===== config.mk =====
export PLATFORM = sky130hd
export DESIGN_NAME = game_control
export DESIGN_NICKNAME = d
export VERILOG_FILES = /design/src/common/race_pkg.sv /design/src/car_motion/car_motion.sv /design/src/hdl/car_contact.sv /design/src/hdl/game_control.sv
export SDC_FILE = /design/constraint.sdc
export NUM_CORES = 1
export LEC_CHECK = 0
export BUFFER_PORTS_ARGS = -buffer_cell sky130_fd_sc_hd__buf_4
export CELL_PAD_IN_SITES_DETAIL_PLACEMENT = 0
export CELL_PAD_IN_SITES_GLOBAL_PLACEMENT = 1
export CORE_MARGIN = 3
export CORE_UTILIZATION = 51
export CTS_CLUSTER_DIAMETER = 120
export DETAILED_ROUTE_END_ITERATION = 8
export PLACE_DENSITY_LB_ADDON = 0.1
export SLEW_MARGIN = 10
export SYNTH_ARGS = -nofsm -noshare
export SYNTH_HDL_FRONTEND = slang
export SYNTH_SLANG_ARGS = --single-unit

===== constraint.sdc =====
create_clock -name i_render_clk -period 11.15 [get_ports i_render_clk]
set_input_delay 2.7875 -clock i_render_clk [delete_from_list [all_inputs] [get_ports i_render_clk]]
set_output_delay 2.7875 -clock i_render_clk [all_outputs]
set_load 0.01 [all_outputs]

===== src/common/race_pkg.sv =====
package race_pkg;

    // word widths
    localparam int ANG_WIDTH   = 9;
    localparam int MAP_H_WIDTH = 12;
    localparam int MAP_V_WIDTH = 11;
    localparam int SPD_WIDTH   = 6;
    localparam int CNT_WIDTH   = 8;

    // map limits, x in [-750, 750) and y in [-350, 350)
    localparam logic signed [MAP_H_WIDTH-1:0] MAP_H_HALF = 12'sd750;
    localparam logic signed [MAP_V_WIDTH-1:0] MAP_V_HALF = 11'sd350;

    // heading in degrees, kept in [-180, 180)
    localparam logic signed [ANG_WIDTH-1:0] ANG_HALF  = 9'sd180;
    localparam logic signed [ANG_WIDTH-1:0] TURN_STEP = 9'sd6;

    // largest heading that still rounds down into each 45 degree sector
    localparam logic signed [ANG_WIDTH-1:0] SECT_B1 = 9'sd22;
    localparam logic signed [ANG_WIDTH-1:0] SECT_B2 = 9'sd67;
    localparam logic signed [ANG_WIDTH-1:0] SECT_B3 = 9'sd112;
    localparam logic signed [ANG_WIDTH-1:0] SECT_B4 = 9'sd157;

    // speed table, per frame
    localparam logic signed [SPD_WIDTH-1:0] SPEED_AXIS = 6'sd25;
    // roughly 25 / sqrt(2) on each axis
    localparam logic signed [SPD_WIDTH-1:0] SPEED_DIAG = 6'sd18;

    // contact box half extents, one bit wider than the coordinates
    localparam logic signed [MAP_H_WIDTH:0] HIT_X = 13'sd60;
    localparam logic signed [MAP_V_WIDTH:0] HIT_Y = 12'sd40;

    // steering codes, code 3 behaves as hold
    localparam logic [1:0] STEER_HOLD  = 2'd0;
    localparam logic [1:0] STEER_LEFT  = 2'd1;
    localparam logic [1:0] STEER_RIGHT = 2'd2;

    // reset placements
    localparam logic signed [MAP_H_WIDTH-1:0] CAR1_X0 = -12'sd750;
    localparam logic signed [MAP_V_WIDTH-1:0] CAR1_Y0 = 11'sd200;
    localparam logic signed [MAP_H_WIDTH-1:0] CAR2_X0 = 12'sd750;
    localparam logic signed [MAP_V_WIDTH-1:0] CAR2_Y0 = -11'sd200;

endpackage


===== src/car_motion/car_motion.sv =====
`timescale 1ns/10ps

module car_motion #(
    parameter logic signed [race_pkg::MAP_H_WIDTH-1:0] P_X0 = race_pkg::CAR1_X0,
    parameter logic signed [race_pkg::MAP_V_WIDTH-1:0] P_Y0 = race_pkg::CAR1_Y0
) (
    input  logic                                    i_render_clk,
    input  logic                                    i_rst_n,
    input  logic                                    i_frame,
    input  logic [1:0]                              i_steer,
    input  logic                                    i_throttle,
    output logic signed [race_pkg::ANG_WIDTH-1:0]   o_angle,
    output logic signed [race_pkg::MAP_H_WIDTH-1:0] o_x,
    output logic signed [race_pkg::MAP_V_WIDTH-1:0] o_y
);

    logic signed [race_pkg::ANG_WIDTH-1:0]   angle_r;
    logic signed [race_pkg::ANG_WIDTH-1:0]   angle_w;
    logic signed [race_pkg::MAP_H_WIDTH-1:0] x_r;
    logic signed [race_pkg::MAP_H_WIDTH-1:0] x_w;
    logic signed [race_pkg::MAP_V_WIDTH-1:0] y_r;
    logic signed [race_pkg::MAP_V_WIDTH-1:0] y_w;
    logic [2:0]                              sector;
    logic signed [race_pkg::SPD_WIDTH-1:0]   vx;
    logic signed [race_pkg::SPD_WIDTH-1:0]   vy;

    assign o_angle = angle_r;
    assign o_x     = x_r;
    assign o_y     = y_r;

    // heading update with wrap
    always_comb begin
        case (i_steer)
            race_pkg::STEER_LEFT:  angle_w = angle_r + race_pkg::TURN_STEP;
            race_pkg::STEER_RIGHT: angle_w = angle_r - race_pkg::TURN_STEP;
            default:               angle_w = angle_r;
        endcase
        // low edge checked first, so -180 comes back to -180
        if (angle_w <= -race_pkg::ANG_HALF) begin
            angle_w = angle_w + race_pkg::ANG_HALF + race_pkg::ANG_HALF;
        end
        if (angle_w >= race_pkg::ANG_HALF) begin
            angle_w = angle_w - race_pkg::ANG_HALF - race_pkg::ANG_HALF;
        end
    end

    // nearest compass sector of the current heading, 0 = +x, 2 = +y
    always_comb begin
        if (angle_r > race_pkg::SECT_B4 || angle_r < -race_pkg::SECT_B4) begin
            sector = 3'd4;
        end else if (angle_r > race_pkg::SECT_B3) begin
            sector = 3'd3;
        end else if (angle_r > race_pkg::SECT_B2) begin
            sector = 3'd2;
        end else if (angle_r > race_pkg::SECT_B1) begin
            sector = 3'd1;
        end else if (angle_r >= -race_pkg::SECT_B1) begin
            sector = 3'd0;
        end else if (angle_r >= -race_pkg::SECT_B2) begin
            sector = 3'd7;
        end else if (angle_r >= -race_pkg::SECT_B3) begin
            sector = 3'd6;
        end else begin
            sector = 3'd5;
        end
    end

    // sector velocity
    always_comb begin
        case (sector)
            3'd0: begin vx = race_pkg::SPEED_AXIS;  vy = '0;                    end
            3'd1: begin vx = race_pkg::SPEED_DIAG;  vy = race_pkg::SPEED_DIAG;  end
            3'd2: begin vx = '0;                    vy = race_pkg::SPEED_AXIS;  end
            3'd3: begin vx = -race_pkg::SPEED_DIAG; vy = race_pkg::SPEED_DIAG;  end
            3'd4: begin vx = -race_pkg::SPEED_AXIS; vy = '0;                    end
            3'd5: begin vx = -race_pkg::SPEED_DIAG; vy = -race_pkg::SPEED_DIAG; end
            3'd6: begin vx = '0;                    vy = -race_pkg::SPEED_AXIS; end
            default: begin vx = race_pkg::SPEED_DIAG; vy = -race_pkg::SPEED_DIAG; end
        endcase
    end

    // position step with edge wrap
    always_comb begin
        x_w = x_r + $signed({{(race_pkg::MAP_H_WIDTH-race_pkg::SPD_WIDTH){vx[race_pkg::SPD_WIDTH-1]}},
                             vx});
        y_w = y_r + $signed({{(race_pkg::MAP_V_WIDTH-race_pkg::SPD_WIDTH){vy[race_pkg::SPD_WIDTH-1]}},
                             vy});
        if (x_w <= -race_pkg::MAP_H_HALF) begin
            x_w = x_w + race_pkg::MAP_H_HALF + race_pkg::MAP_H_HALF;
        end
        if (x_w >= race_pkg::MAP_H_HALF) begin
            x_w = x_w - race_pkg::MAP_H_HALF - race_pkg::MAP_H_HALF;
        end
        if (y_w <= -race_pkg::MAP_V_HALF) begin
            y_w = y_w + race_pkg::MAP_V_HALF + race_pkg::MAP_V_HALF;
        end
        if (y_w >= race_pkg::MAP_V_HALF) begin
            y_w = y_w - race_pkg::MAP_V_HALF - race_pkg::MAP_V_HALF;
        end
    end

    always_ff @(posedge i_render_clk or negedge i_rst_n) begin
        if (!i_rst_n) begin
            angle_r <= '0;
            x_r     <= P_X0;
            y_r     <= P_Y0;
        end else if (i_frame) begin
            angle_r <= angle_w;
            // car only moves on throttle
            if (i_throttle) begin
                x_r <= x_w;
                y_r <= y_w;
            end
        end
    end

    a_angle_range: assert property (@(posedge i_render_clk) disable iff (!i_rst_n)
        angle_r >= -race_pkg::ANG_HALF && angle_r < race_pkg::ANG_HALF);

    // checked after each move, a reset placement may sit on the edge
    a_x_range: assert property (@(posedge i_render_clk) disable iff (!i_rst_n)
        (i_frame && i_throttle) |=> (x_r >= -race_pkg::MAP_H_HALF && x_r < race_pkg::MAP_H_HALF));

    a_y_range: assert property (@(posedge i_render_clk) disable iff (!i_rst_n)
        (i_frame && i_throttle) |=> (y_r >= -race_pkg::MAP_V_HALF && y_r < race_pkg::MAP_V_HALF));

    a_hold: assert property (@(posedge i_render_clk) disable iff (!i_rst_n)
        !i_frame |=> ($stable(angle_r) && $stable(x_r) && $stable(y_r)));

endmodule


===== src/hdl/car_contact.sv =====
`timescale 1ns/10ps

module car_contact (
    input  logic                                    i_render_clk,
    input  logic                                    i_rst_n,
    input  logic signed [race_pkg::MAP_H_WIDTH-1:0] i_car1_x,
    input  logic signed [race_pkg::MAP_V_WIDTH-1:0] i_car1_y,
    input  logic signed [race_pkg::MAP_H_WIDTH-1:0] i_car2_x,
    input  logic signed [race_pkg::MAP_V_WIDTH-1:0] i_car2_y,
    output logic                                    o_contact,
    output logic [race_pkg::CNT_WIDTH-1:0]          o_contact_cnt
);

    logic signed [race_pkg::MAP_H_WIDTH:0] dx;
    logic signed [race_pkg::MAP_H_WIDTH:0] adx;
    logic signed [race_pkg::MAP_V_WIDTH:0] dy;
    logic signed [race_pkg::MAP_V_WIDTH:0] ady;
    logic                                  hit;
    logic                                  contact_r;
    logic [race_pkg::CNT_WIDTH-1:0]        cnt_r;

    assign o_contact     = contact_r;
    assign o_contact_cnt = cnt_r;

    // differences one bit wider, map corners are 1500 apart in x
    always_comb begin
        dx = $signed({i_car1_x[race_pkg::MAP_H_WIDTH-1], i_car1_x})
           - $signed({i_car2_x[race_pkg::MAP_H_WIDTH-1], i_car2_x});
        dy = $signed({i_car1_y[race_pkg::MAP_V_WIDTH-1], i_car1_y})
           - $signed({i_car2_y[race_pkg::MAP_V_WIDTH-1], i_car2_y});
        adx = dx[race_pkg::MAP_H_WIDTH] ? -dx : dx;
        ady = dy[race_pkg::MAP_V_WIDTH] ? -dy : dy;
    end

    // plain distance, no wrap across the map edge
    assign hit = (adx < race_pkg::HIT_X) && (ady < race_pkg::HIT_Y);

    always_ff @(posedge i_render_clk or negedge i_rst_n) begin
        if (!i_rst_n) begin
            contact_r <= 1'b0;
            cnt_r     <= '0;
        end else begin
            contact_r <= hit;
            // count rising edges, stop at full scale
            if (hit && !contact_r && cnt_r != '1) begin
                cnt_r <= cnt_r + 1'b1;
            end
        end
    end

    a_cnt_monotonic: assert property (@(posedge i_render_clk) disable iff (!i_rst_n)
        o_contact_cnt >= $past(o_contact_cnt));

endmodule


===== src/hdl/game_control.sv =====
`timescale 1ns/10ps

module game_control (
    input  logic                                    i_render_clk,
    input  logic                                    i_rst_n,
    input  logic                                    i_frame,
    input  logic [1:0]                              i_car1_steer,
    input  logic [1:0]                              i_car2_steer,
    input  logic                                    i_car1_throttle,
    input  logic                                    i_car2_throttle,
    output logic signed [race_pkg::ANG_WIDTH-1:0]   o_car1_angle,
    output logic signed [race_pkg::MAP_H_WIDTH-1:0] o_car1_x,
    output logic signed [race_pkg::MAP_V_WIDTH-1:0] o_car1_y,
    output logic signed [race_pkg::ANG_WIDTH-1:0]   o_car2_angle,
    output logic signed [race_pkg::MAP_H_WIDTH-1:0] o_car2_x,
    output logic signed [race_pkg::MAP_V_WIDTH-1:0] o_car2_y,
    output logic                                    o_contact,
    output logic [race_pkg::CNT_WIDTH-1:0]          o_contact_cnt
);

    // both cars share the frame strobe and step in the same cycle
    car_motion #(
        .P_X0 (race_pkg::CAR1_X0),
        .P_Y0 (race_pkg::CAR1_Y0)
    ) u_car1 (
        .i_render_clk (i_render_clk),
        .i_rst_n      (i_rst_n),
        .i_frame      (i_frame),
        .i_steer      (i_car1_steer),
        .i_throttle   (i_car1_throttle),
        .o_angle      (o_car1_angle),
        .o_x          (o_car1_x),
        .o_y          (o_car1_y)
    );

    car_motion #(
        .P_X0 (race_pkg::CAR2_X0),
        .P_Y0 (race_pkg::CAR2_Y0)
    ) u_car2 (
        .i_render_clk (i_render_clk),
        .i_rst_n      (i_rst_n),
        .i_frame      (i_frame),
        .i_steer      (i_car2_steer),
        .i_throttle   (i_car2_throttle),
        .o_angle      (o_car2_angle),
        .o_x          (o_car2_x),
        .o_y          (o_car2_y)
    );

    // contact check sees the registered positions, one cycle behind
    car_contact u_contact (
        .i_render_clk  (i_render_clk),
        .i_rst_n       (i_rst_n),
        .i_car1_x      (o_car1_x),
        .i_car1_y      (o_car1_y),
        .i_car2_x      (o_car2_x),
        .i_car2_y      (o_car2_y),
        .o_contact     (o_contact),
        .o_contact_cnt (o_contact_cnt)
    );

endmodule


== Word level (Yosys, flattened, before mapping) ==
Cells that the tools add are included.
Word-level totals
  output and inout port bits: 73
  bits in writable memories: 0
  word-level logic and storage cells: 144
  memories: 0
  bits in latches: 0
  bits in read-only memories: 0
  register bits after elaboration: 73
  bits of input ports: 9
Cells by class
  multiplexer cells: 34
  magnitude comparators: 30
  multipliers: 0
  divide/modulo/power cells: 0
  reductions and logical operators: 18
  shift operators: 0
  equal/unequal tests: 17
  bitwise logic cells: 0
  add/subtract/negate cells: 37
Operators with widths (count)
  $pmux 6 s4: 4
  $mux 12: 5
  $add 12x11->12 const B: 4
  $sub 12x11->12 const B: 4
  $add 11x10->11 const B: 4
  $mux 11: 4
  $sub 11x10->11 const B: 4
  $add 9x9->9 const B: 4
  $ge 9x8->1 const B: 4
  $gt 9x8->1 const B: 4
  $mux 3: 12
  $mux 9: 4
  $pmux 9 s2: 2
  $sub 9x9->9 const B: 4
  $add 12x6->12: 2
  $ge 12x11->1 const B: 2
  $le 12x11->1 const B: 2
  $add 11x6->11: 2
  $ge 11x10->1 const B: 2
  $le 11x10->1 const B: 2
  $add 9x4->9 const B: 2
  $eq 3x3->1 const B: 6
  $ge 9x6->1 const B: 2
  $ge 9x9->1 const B: 2
  25 further kinds: 49

== Depth between registers and ports, before layout ==
Gate-level depths: netlist (run 1).
  depth in word-level cells: 18
  mapped depth: 27
  depth with buffers taken out: 25

== Modules after synthesis ==
Synthesis (run 1) repeated with hierarchy kept, for this count alone.
Second synthesis, totals
  cells, all modules: 1471
  area, all modules: 11447.2 um^2
By module, submodules not included
  car_motion at u_car1: area an instance 4852.2 um^2, instances 1, cells each 631
  car_motion at u_car2: area an instance 4730.8 um^2, instances 1, cells each 600
  car_contact: area an instance 1864.3 um^2, instances 1, cells each 240

== Worst setup path after synthesis (run 1) ==
No wires, ideal clock.
  path kind: input -> register
  start point: in i_car1_steer[0]
  end point: reg u_car1.angle_r (netlist bit u_car1.o_angle[4])
  library setup time: 126 ps
  buffers on the path: 0
  data arrival time: 6900 ps
  path slack: 4124 ps
  stages on the path: 23
  cells stage by stage: inv_1 -> ha_1 -> inv_1 -> ha_1 -> a21o_1 -> a21oi_1 -> xnor2_1 -> o21ai_1 -> inv_1 -> ha_1 -> and3_1 -> a211o_1 -> and2_1 -> nor3_1 -> mux2i_1 -> inv_1 -> ha_1 -> a21oi_1 -> inv_1 -> nor3_1 -> o21ai_1 -> nor4b_1 -> a221o_1
On the way
  word-level cells in the longest chain between the ends: 8
  elaborated cells on any way between the ends: 11
Ends and longest elaborated chain
  from (decl): RTL line game_control.sv:7  | input logic [1:0] i_car1_steer,
  $eq 2x2->1 or $eq 2x1->1 (tied branches): RTL line car_motion.sv:33  | case (i_steer)
  $pmux 9 s2 (*): RTL line car_motion.sv:33
  $add 9x9->9 (2 in a row): RTL line car_motion.sv:40  | angle_w = angle_w + race_pkg::ANG_HALF + race_pkg::ANG_HALF;
  $mux 9 (*): RTL line car_motion.sv:39  | if (angle_w <= -race_pkg::ANG_HALF) begin
  $sub 9x9->9 (2 in a row): RTL line car_motion.sv:43  | angle_w = angle_w - race_pkg::ANG_HALF - race_pkg::ANG_HALF;
  $mux 9 (*): RTL line car_motion.sv:42  | if (angle_w >= race_pkg::ANG_HALF) begin
  to (signal assigned): RTL line car_motion.sv:108  | angle_r <= angle_w;
  to (decl): RTL line car_motion.sv:17  | logic signed [race_pkg::ANG_WIDTH-1:0] angle_r;
Every way passes the cells marked *; elsewhere a longest branch is shown, timed or not.
A chain may end at the register's enable or synchronous reset.

== Worst setup path after layout (run 1) ==
  start point: in i_car2_steer[0]
  end point: reg u_car2.angle_r (netlist bit u_car2.o_angle[4])
On the way
  word-level cells in the longest chain between the ends: 8
  elaborated cells on any way between the ends: 11
Ends and longest elaborated chain
  from (decl): RTL line game_control.sv:8  | input logic [1:0] i_car2_steer,
  $eq 2x2->1 or $eq 2x1->1 (tied branches): RTL line car_motion.sv:33
  $pmux 9 s2 (*): RTL line car_motion.sv:33
  $add 9x9->9 (2 in a row): RTL line car_motion.sv:40
  $mux 9 (*): RTL line car_motion.sv:39
  $sub 9x9->9 (2 in a row): RTL line car_motion.sv:43
  $mux 9 (*): RTL line car_motion.sv:42
  to (signal assigned): RTL line car_motion.sv:108
  to (decl): RTL line car_motion.sv:17
Marked as above.

==> results of run 1 <==
-- layer usage --
metal  wire length [um]  up-vias  GRT usage
li1                   -     5525          -
met2              13900      222      0.422
met3               1290       48     0.0335
met4                756        0     0.0643
met1              13600     5048      0.328
met5                  0        -          0
-- synthesized netlist by cell type, types with 11 or more instances --
| cell | count | area, sq um |
|---|---|---|
| nand2_1 | 112 | 420 |
| ha_1 | 102 | 1280 |
| nor2_1 | 96 | 360 |
| a21oi_1 | 89 | 445 |
| inv_1 | 88 | 330 |
| o21ai_0 | 79 | 395 |
| xnor2_1 | 71 | 622 |
| dfrtp_1 | 50 | 1250 |
| nor3_1 | 46 | 230 |
| nand3_1 | 44 | 220 |
| xor2_1 | 35 | 307 |
| a21o_1 | 31 | 233 |
| clkbuf_1 | 30 | 113 |
| a31oi_1 | 27 | 169 |
| o211ai_1 | 27 | 203 |
| o21a_1 | 24 | 180 |
| a211oi_1 | 23 | 173 |
| o31ai_1 | 23 | 173 |
| dfstp_2 | 21 | 552 |
| and3_1 | 20 | 125 |
| mux2i_1 | 20 | 200 |
| nor2b_1 | 20 | 125 |
| or3_1 | 20 | 125 |
| nand2b_1 | 18 | 113 |
| o21ai_1 | 18 | 90.1 |
| nand4_1 | 16 | 100 |
| and2_1 | 15 | 93.8 |
| nor4_1 | 14 | 87.6 |
| or2_2 | 13 | 81.3 |
| nor3b_1 | 12 | 90.1 |
| a211o_1 | 11 | 96.3 |
| mux2_2 | 11 | 124 |
| o21bai_1 | 11 | 82.6 |
| or4_1 | 11 | 82.6 |
-- cell type report --
cell class	instances	area (sq um)	area share
timing repair buffer	79	593	0.0485
sequential	71	1800	0.148
tap	275	344	0.0282
inverter	88	330	0.0270
clock inverter	7	97.6	0.00799
multi-input combinational	1237	8820	0.722
clock buffer	9	225	0.0184
-- worst max-delay path, delay by kind of cell --
kind                     cells  cell delay [ns]
AO/OA/AOI/OAI                7             1.80
XOR/XNOR                     1             0.15
adder cells (fa/ha/maj)      4             1.08
buffers and inverters        5             0.50
multiplexers                 2             0.67
AND/OR/NAND/NOR              3             0.67
-- path summary, 6_finish.rpt --
check / depth (start not counted) / endpoint
setup / recovery: 22 / u_car2.o_angle[4]
hold / removal: 1 / u_contact.o_contact_cnt[5]
setup reg to reg: 22 / u_car1.o_y[8]
hold reg to reg: 1 / u_contact.o_contact_cnt[5]
max in group asynchronous: 1 / u_car2.o_x[4]
min in group asynchronous: 1 / u_car1.o_y[9]
-- stage by stage --
step | instances | utilization
floorplan | 1441 | -
global placement | 1750 | 0.559
detailed placement | 1750 | 0.559
CTS | 1766 | 0.574
global route | 1766 | 0.574
finish | 1766 | 0.574
-- sequential cells by signal, indices dropped and copies added (netlist names) --
signal and count:
u_car1.o_angle 8, u_car2.o_angle 8, u_car1.o_y 11, u_car1.o_x 12
u_car2.o_y 11, u_contact.o_contact 1, u_contact.o_contact_cnt 8, u_car2.o_x 12
-- logic make-up (layout without fill, tap and decap cells) --
family	count (synthesis)	count (layout)	share of synthesized area
flops	71	71	0.162
simple gates	490	490	0.228
buf+inv	133	183	0.0478
mux	31	31	0.0290
xor+xnor	110	110	0.0890
fa+ha+maj	110	110	0.129
compound gates	494	494	0.315
other cells	1	2	0.000336
==> run_results.csv, run 1 <==
group,metric,value,unit
worst_setup_path,arrival,7.65,ns
finish,syn_to_final_growth,9.51,%
timing,setup_tns,0,ns
timing,worst_pin_slew,0.915,ns
clocking,cts_tree,"done",
detailed_routing,drt_wl_total,29.6,mm
placed_design,pre_cts_ws,3.44,ns
detailed_routing,via_per_inst,6.14,
worst_setup_path,crit_chain,"buf_4, inv_1, ha_1, inv_1, ha_1, a21o_1, a21oi_1, xnor2_1, a21oi_1, inv_1, ha_1, nand2_1, nor2_1, o31a_1, nor3_1, mux2i_1, inv_1, ha_1, a211oi_1, o211ai_1, mux2_2, a21oi_1",
timing,hold_viol_final,0,
finish,final_common_cell,"nand2_1",
timing,setup_ws,3.76,ns
clocking,htreeDepth,3,
clocking,clkTransAtPathRegs,0.06,ns
timing,timing.fmax,135,MHz
clocking,cts_buffers,9,
finish,antenna_cells,0,
clocking,cts.hold.buffers_added,0,
worst_setup_path,cp_max_fo,9,
detailed_routing,firstDrtPassIters,4,
detailed_routing,drcViolationCount,0,
clocking,postCtsSetupBuffers,0,
yosys,syn_area,11200,sq um
global_route,grtUsageTotal,0.246,
worst_setup_path,slowest_stage,"nor3_1",
timing,fin_skew,0.00938,ns
run,drv_cap,0,
detailed_routing,ant_nets,0,
placed_design,hpwlAfterDp,23.8,mm
global_route,grt_overflow,0,
floorplanning,die_area,23700,sq um
clocking,clock_latency,0.33,ns
yosys,yosysSeqAreaShare,0.162,
worst_setup_path,cp-startpoint,"i_car2_steer[0]",
global_route,grt_pass1_wl,49.6,mm
worst_setup_path,worstSetupStartpointType,"primary input",
timing,hold_slack,0.491,ns
worst_setup_path,rrSetupSlack,4.69,ns
yosys,synthCells,1440,
worst_setup_path,required,11.41,ns
timing,finalCritPeriodShare,0.663,
worst_hold_path,hp-start,"u_contact.o_contact_cnt[5]",
timing,rsz0062_at_grt,"no",
run_status,run_status,"finished, final reports clean",
timing,slew-limit-headroom,0.390,
floorplanning,start_util,0.524,
detailed_routing,drt_iter0_markers,515,
global_route,antenna_found_initial,0,
clocking,clockRootBuffer,"clkbuf_16",
worst_setup_path,cpPeakStageDelay,0.54,ns
global_route,grt_pass1_vias,10200,
worst_setup_path,critPathKind,"primary input to register",
yosys,syn_avg_cell_area,7.75,sq um
yosys,synthFlopType,"dfrtp_1",
floorplanning,die_x,154,um
finish,mostFrequentLayoutCells,"nand2_1, ha_1, nor2_1",
timing,setup_violations,0,
clocking,clockBufferDepth,2,
placed_design,dpl_cell_area,11900,sq um
global_route,grt_max_degree,72,
finish,nets,1605,
placed_design,routabilityCongestion,0.922,
floorplanning,num_rows,53,
yosys,synth_async_sr_flop_share,1.00,
detailed_routing,wl_per_cell,16.8,um
yosys,synth_seq_cells,71,
finish,fill_cells,2024,
clocking,cts_resized,0,
timing,min_period,7.39,ns
worst_hold_path,min_path_type,"register to register",
worst_setup_path,crit_path_end_kind,"register",
timing,drv_slew,0,
detailed_routing,vias,10800,
floorplanning,core,21300,sq um
clocking,numClockSinks,71,
floorplanning,ioPinCount,82,
yosys,yosysUniqueCellTypes,104,
placed_design,portBuffers,79,
yosys,synth_edf_count,0,
finish,final_area,12200,sq um
finish,layout-drive-gt1-share,0.123,
floorplanning,die_h,154,um
worst_setup_path,r2r-start,"u_car1.o_angle[4]",
yosys,ys_warn_count,0,
Power of run 1 is not shown: default switching activity piles up to over one toggle a cycle in this logic, so the estimate is an artifact.
==> run 2, diff against run 1 <==
CORE_UTILIZATION = 43   (was 51)
clock period = 6.7 ns   (was 11.15 ns; I/O delays follow)
==> run 2 against run 1 <==
Routed wire length rose by 8.2%. Clock skew grew 0.0010 ns. Clock-buffer cell count unchanged. Register-to-register slack lost 4.2 ns. Global-route usage is 2.1 points lower. Utilization down 8.1 points. Critical path type is now register to register.
==> run_results.csv, run 2 (synthesized netlist as in run 1, its figures left out) <==
group,metric,value,unit
run_status,run_status,"finished, final reports clean",
detailed_routing,drt_iter0_markers,513,
floorplanning,die_x,167,um
clocking,cts.hold.buffers_added,0,
global_route,grt_overflow,0,
finish,syn_to_final_growth,12.0,%
finish,nets,1630,
worst_hold_path,hp-start,"u_car2.o_y[4]",
clocking,clockBufferDepth,2,
detailed_routing,via_per_inst,5.97,
finish,fill_cells,2561,
worst_setup_path,cp_max_fo,13,
finish,final_area,12500,sq um
clocking,cts_buffers,9,
timing,setup_violations,0,
floorplanning,die_h,167,um
placed_design,hpwlAfterDp,25.9,mm
floorplanning,start_util,0.441,
run,drv_cap,0,
finish,antenna_cells,0,
detailed_routing,drcViolationCount,0,
worst_setup_path,crit_path_end_kind,"register",
worst_hold_path,hold_path_end,"u_car2.o_y[4]",
detailed_routing,drt_wl_total,32.0,mm
clocking,clkTransAtPathRegs,0.06,ns
floorplanning,num_rows,58,
worst_setup_path,rrSetupSlack,0.47,ns
global_route,grt_pass1_wl,53.0,mm
placed_design,place_inst,1830,
worst_setup_path,rr_worst_depth,22,
timing,setup_tns,0,ns
worst_hold_path,min_path_type,"register to register",
worst_setup_path,r2r_end,"u_car1.o_y[8]",
clocking,cts_tree,"done",
worst_setup_path,arrival,6.48,ns
floorplanning,core,25300,sq um
floorplanning,ioPinCount,82,
timing,min_period,6.23,ns
floorplanning,die_area,27900,sq um
worst_setup_path,r2r-start,"u_car1.o_angle[4]",
worst_setup_path,required,6.96,ns
clocking,htreeDepth,3,
placed_design,routabilityCongestion,0.905,
timing,worst_pin_slew,0.951,ns
worst_setup_path,critPathKind,"register to register",
timing,slew-limit-headroom,0.366,
detailed_routing,ant_nets,0,
clocking,postCtsSetupBuffers,0,
finish,stdcell_count,1846,
timing,hold_slack,0.495,ns
global_route,antenna_found_initial,0,
timing,drv_slew,0,
clocking,clockRootBuffer,"clkbuf_16",
timing,finalCritPeriodShare,0.929,
finish,layout-drive-gt1-share,0.137,
finish,final_common_cell,"nand2_1",
clocking,clock_latency,0.34,ns
clocking,numClockSinks,71,
timing,fin_skew,0.0104,ns
worst_hold_path,hold_depth,2,
global_route,grt_max_degree,72,
detailed_routing,firstDrtPassIters,5,
worst_setup_path,worstSetupStartpointType,"register",
placed_design,dpl_cell_area,12200,sq um
clocking,cts_resized,0,
global_route,grtUsageTotal,0.225,
timing,hold_viol_final,0,
finish,mostFrequentLayoutCells,"nand2_1, buf_4, ha_1",
detailed_routing,wl_per_cell,17.4,um
global_route,grt_pass1_vias,10500,
timing,timing.fmax,161,MHz
placed_design,portBuffers,79,
detailed_routing,vias,11000,
timing,rsz0062_at_grt,"no",
==> run 2: cell types whose count changed in the layout (fill, tap and decap cells not counted) <==
cell	previous run	this run
buf_4	79	104
bufinv_16	2	3
clkinv_4	2	1
clkinvlp_4	2	1
inv_6	0	1
==> run 2: how the worst max path moves through the flow <==
stage	end	slack (ns)	startpoint	depth (start not counted)
after floorplan	u_car1.o_angle[4]	0.79	i_car1_steer[0]	23
after global placement	u_car1.o_angle[4]	0.52	i_car1_steer[0]	24
after detailed placement	u_car1.o_angle[4]	0.39	i_car1_steer[0]	24
after CTS	u_car1.o_y[8]	0.49	u_car1.o_angle[4]	22
after global routing	u_car1.o_y[8]	0.03	u_car1.o_angle[4]	22
final	u_car1.o_y[8]	0.47	u_car1.o_angle[4]	22
==> run 2: per-stage QoR <==
stage	setup WS [ns]	utilization
final	0.473	0.493
after global routing	0.0309	0.493
after CTS	0.491	0.493
after detailed placement	0.388	0.480
after global placement	0.525	0.480
after floorplan	0.786	-
==> run 2: area by class of cell <==
| type | count | area [sq um] | area share |
|---|---|---|---|
| inverters | 88 | 330 | 0.0264 |
| clock inverters | 7 | 120 | 0.00961 |
| well taps | 330 | 413 | 0.0330 |
| clock buffers | 9 | 225 | 0.0180 |
| repair buffers | 104 | 781 | 0.0625 |
| multi-input cells | 1237 | 8820 | 0.706 |
| flip-flops and latches | 71 | 1800 | 0.144 |
==> run 2: critical path, cell delays in order, from the launching register on <==
cell and delay (ns):
dfrtp_1 0.53, and4_1 0.31, a2111oi_2 0.48, or2_2 0.21, inv_1 0.05, and2_1 0.21, nand2_1 0.10, o21ai_0 0.21
fa_1 0.53, a211oi_2 0.39, nor4b_1 0.12, or3b_1 0.49, a211o_1 0.33, a31o_2 0.29, a21oi_4 0.33, mux2i_1 0.31
ha_1 0.25, nand2b_1 0.11, inv_1 0.10, o21a_1 0.15, a22oi_4 0.11, or3b_1 0.38, a31oi_1 0.16
==> run 2: metal layers <==
layer / track usage / vias up / wire length [um]
met5: 0 / - / 0
met4: 0.0534 / 0 / 735
met3: 0.0349 / 51 / 1410
met2: 0.385 / 242 / 15200
met1: 0.300 / 5164 / 14700
li1: - / 5563 / -
Power of run 2 is left out for the same reason.
==> run 3, diff against run 2 <==
--- a/config.mk
+++ b/config.mk
@@ -15,2 +15,3 @@
 export PLACE_DENSITY_LB_ADDON = 0.1
+export SETUP_SLACK_MARGIN = 0.5
 export SLEW_MARGIN = 10
==> constraint.sdc (replaced) <==
create_clock -name i_render_clk -period 6.7 [get_ports i_render_clk]
set_input_delay 1.34 -clock i_render_clk [delete_from_list [all_inputs] [get_ports i_render_clk]]
set_output_delay 1.34 -clock i_render_clk [all_outputs]
set_load 0.01 [all_outputs]
==> run 3 against run 2 <==
Via count is essentially flat. Non-clock buffer count is 2 higher. Design area up 1.0%. Hold slack gained 0.00090 ns. Routed wire length fell by 0.65%. Clock skew is 0.0048 ns lower. Clock-buffer cell count grew 1. Sequential share of layout area shrank 0.083 points. Critical endpoint unchanged. Highest routed layer unchanged.
==> run_results.csv, run 3 (synthesized netlist as in run 1, its figures left out) <==
group,metric,value,unit
run_status,run_status,"finished, final reports clean",
global_route,antenna_found_initial,0,
floorplanning,start_util,0.441,
timing,setup_tns,0,ns
finish,regArea,1810,sq um
worst_setup_path,crit_family,"compound AO/OA/AOI/OAI gates",
detailed_routing,wl_per_cell,17.2,um
finish,nets,1632,
timing,rsz0062_at_grt,"yes",
placed_design,hpwlAfterDp,25.5,mm
clocking,numClockSinks,71,
detailed_routing,vias,11000,
timing,timing.fmax,169,MHz
global_route,grt_overflow,0,
timing,fin_skew,0.00562,ns
worst_setup_path,crit_path_end_kind,"register",
floorplanning,die_area,27900,sq um
global_route,grt_pass1_vias,10300,
finish,mostFrequentLayoutCells,"nand2_1, buf_4, ha_1",
worst_setup_path,path_depth,22,
worst_setup_path,rr_worst_depth,22,
floorplanning,ioPinCount,82,
timing,slew-limit-headroom,0.351,
floorplanning,num_rows,58,
clocking,clockRootBuffer,"clkbuf_16",
finish,antenna_cells,0,
detailed_routing,drcViolationCount,0,
clocking,clock_latency,0.34,ns
worst_setup_path,required,6.96,ns
timing,finalCritPeriodShare,0.882,
detailed_routing,firstDrtPassIters,5,
worst_setup_path,cp_max_fo,10,
clocking,htreeDepth,3,
floorplanning,core,25300,sq um
timing,drv_slew,0,
worst_setup_path,path_buf_inv,2,
global_route,grt_max_degree,72,
placed_design,portBuffers,79,
clocking,cts_buffers,9,
finish,syn_to_final_growth,13.1,%
worst_setup_path,critPathKind,"register to register",
finish,layout-drive-gt1-share,0.154,
placed_design,routabilityCongestion,0.862,
timing,worst_pin_slew,0.974,ns
finish,final_common_cell,"nand2_1",
floorplanning,die_x,167,um
worst_hold_path,min_path_type,"register to register",
worst_setup_path,arrival,6.16,ns
detailed_routing,drt_iter0_markers,549,
worst_setup_path,cpPeakStageDelay,0.51,ns
worst_setup_path,crit_chain,"and4_1, a2111oi_4, or2_2, inv_1, and2_1, nand2_1, o21ai_1, fa_2, a211oi_2, nor4b_1, or3b_1, a211o_1, a31o_2, a21oi_4, mux2i_1, ha_1, nand2b_1, inv_1, o21a_1, a22oi_4, or3b_1, a31oi_1",
run,drv_cap,0,
finish,multiInputGateArea,8980,sq um
clocking,cts_tree,"done",
clocking,clkTransAtPathRegs,0.06,ns
global_route,grt_pass1_wl,51.9,mm
detailed_routing,ant_nets,0,
detailed_routing,drt_wl_total,31.8,mm
timing,hold_viol_final,0,
global_route,grtUsageTotal,0.220,
timing,min_period,5.91,ns
worst_setup_path,slowest_stage,"or3b_1",
worst_hold_path,hold_depth,2,
worst_setup_path,worstSetupStartpointType,"register",
timing,setup_violations,0,
floorplanning,die_h,167,um
detailed_routing,via_per_inst,5.96,
clocking,clockBufferDepth,2,
finish,fill_cells,2549,
run 3: cell types whose count changed in the layout (fill, tap and decap cells not counted), moves of 3 or more:
cell | before | now
dfrtp_1 | 50 | 44
dfrtp_2 | 0 | 6
a211oi_1 | 23 | 20
a211oi_2 | 4 | 7
xnor2_1 | 71 | 68
xnor2_2 | 3 | 6
run 3: path summary, 6_finish.rpt:
path                              startpoint  slack [ns]                 to
setup / recovery           u_car1.o_angle[3]        0.79      u_car1.o_y[8]
hold / removal                 u_car2.o_y[9]        0.50      u_car2.o_y[9]
setup reg to reg           u_car1.o_angle[3]        0.79      u_car1.o_y[8]
hold reg to reg                u_car2.o_y[9]        0.50      u_car2.o_y[9]
max in group asynchronous            i_rst_n        4.84  u_car2.o_angle[3]
min in group asynchronous            i_rst_n        1.09      u_car1.o_y[9]
run 3: what timing repair did:
action / CTS / global route
gates resized for setup: 0 / 33
buffers inserted: 0 / 8
endpoints found under the setup margin: 0 / 40
hold buffers: 0 / 0
run 3: final cells by class:
class	count	area share
tap	330	0.0327
timing repair buffer	106	0.0630
multi-input combinational	1237	0.712
sequential	71	0.143
clock buffer	10	0.0181
inverter	88	0.0262
clock inverter	6	0.00486
run 3: metal layers:
layer  vias up  wire [um]  global-route usage  part of all wire
li1       5584          -                   -                 -
met1      5213      14600               0.290              0.46
met2       192      15400               0.386              0.48
met3        30       1340              0.0330             0.042
met4         0        483              0.0427             0.015
met5         -          0                   0                 0
run 3: stage by stage:
stage                     hold WS (ns)   util  cell area (sq um)  instances  setup slack (ns)
after floorplan                  0.484      -              11200       1441              1.12
after global placement           0.491  0.478              12100       1824             0.625
after detailed placement         0.490  0.478              12100       1824             0.417
after CTS                        0.499  0.489              12400       1840             0.509
after global routing             0.533  0.498              12600       1848             0.410
final                            0.496  0.498              12600       1848             0.791
run 3: tightest hold or removal path: cells and delay by family, from the launching register on:
family             cells  cell delay (ns)
and+or+nand+nor        1             0.05
AOI/OAI and AO/OA      1             0.05
DFF                    1             0.38
Power of run 3 is left out for the same reason.
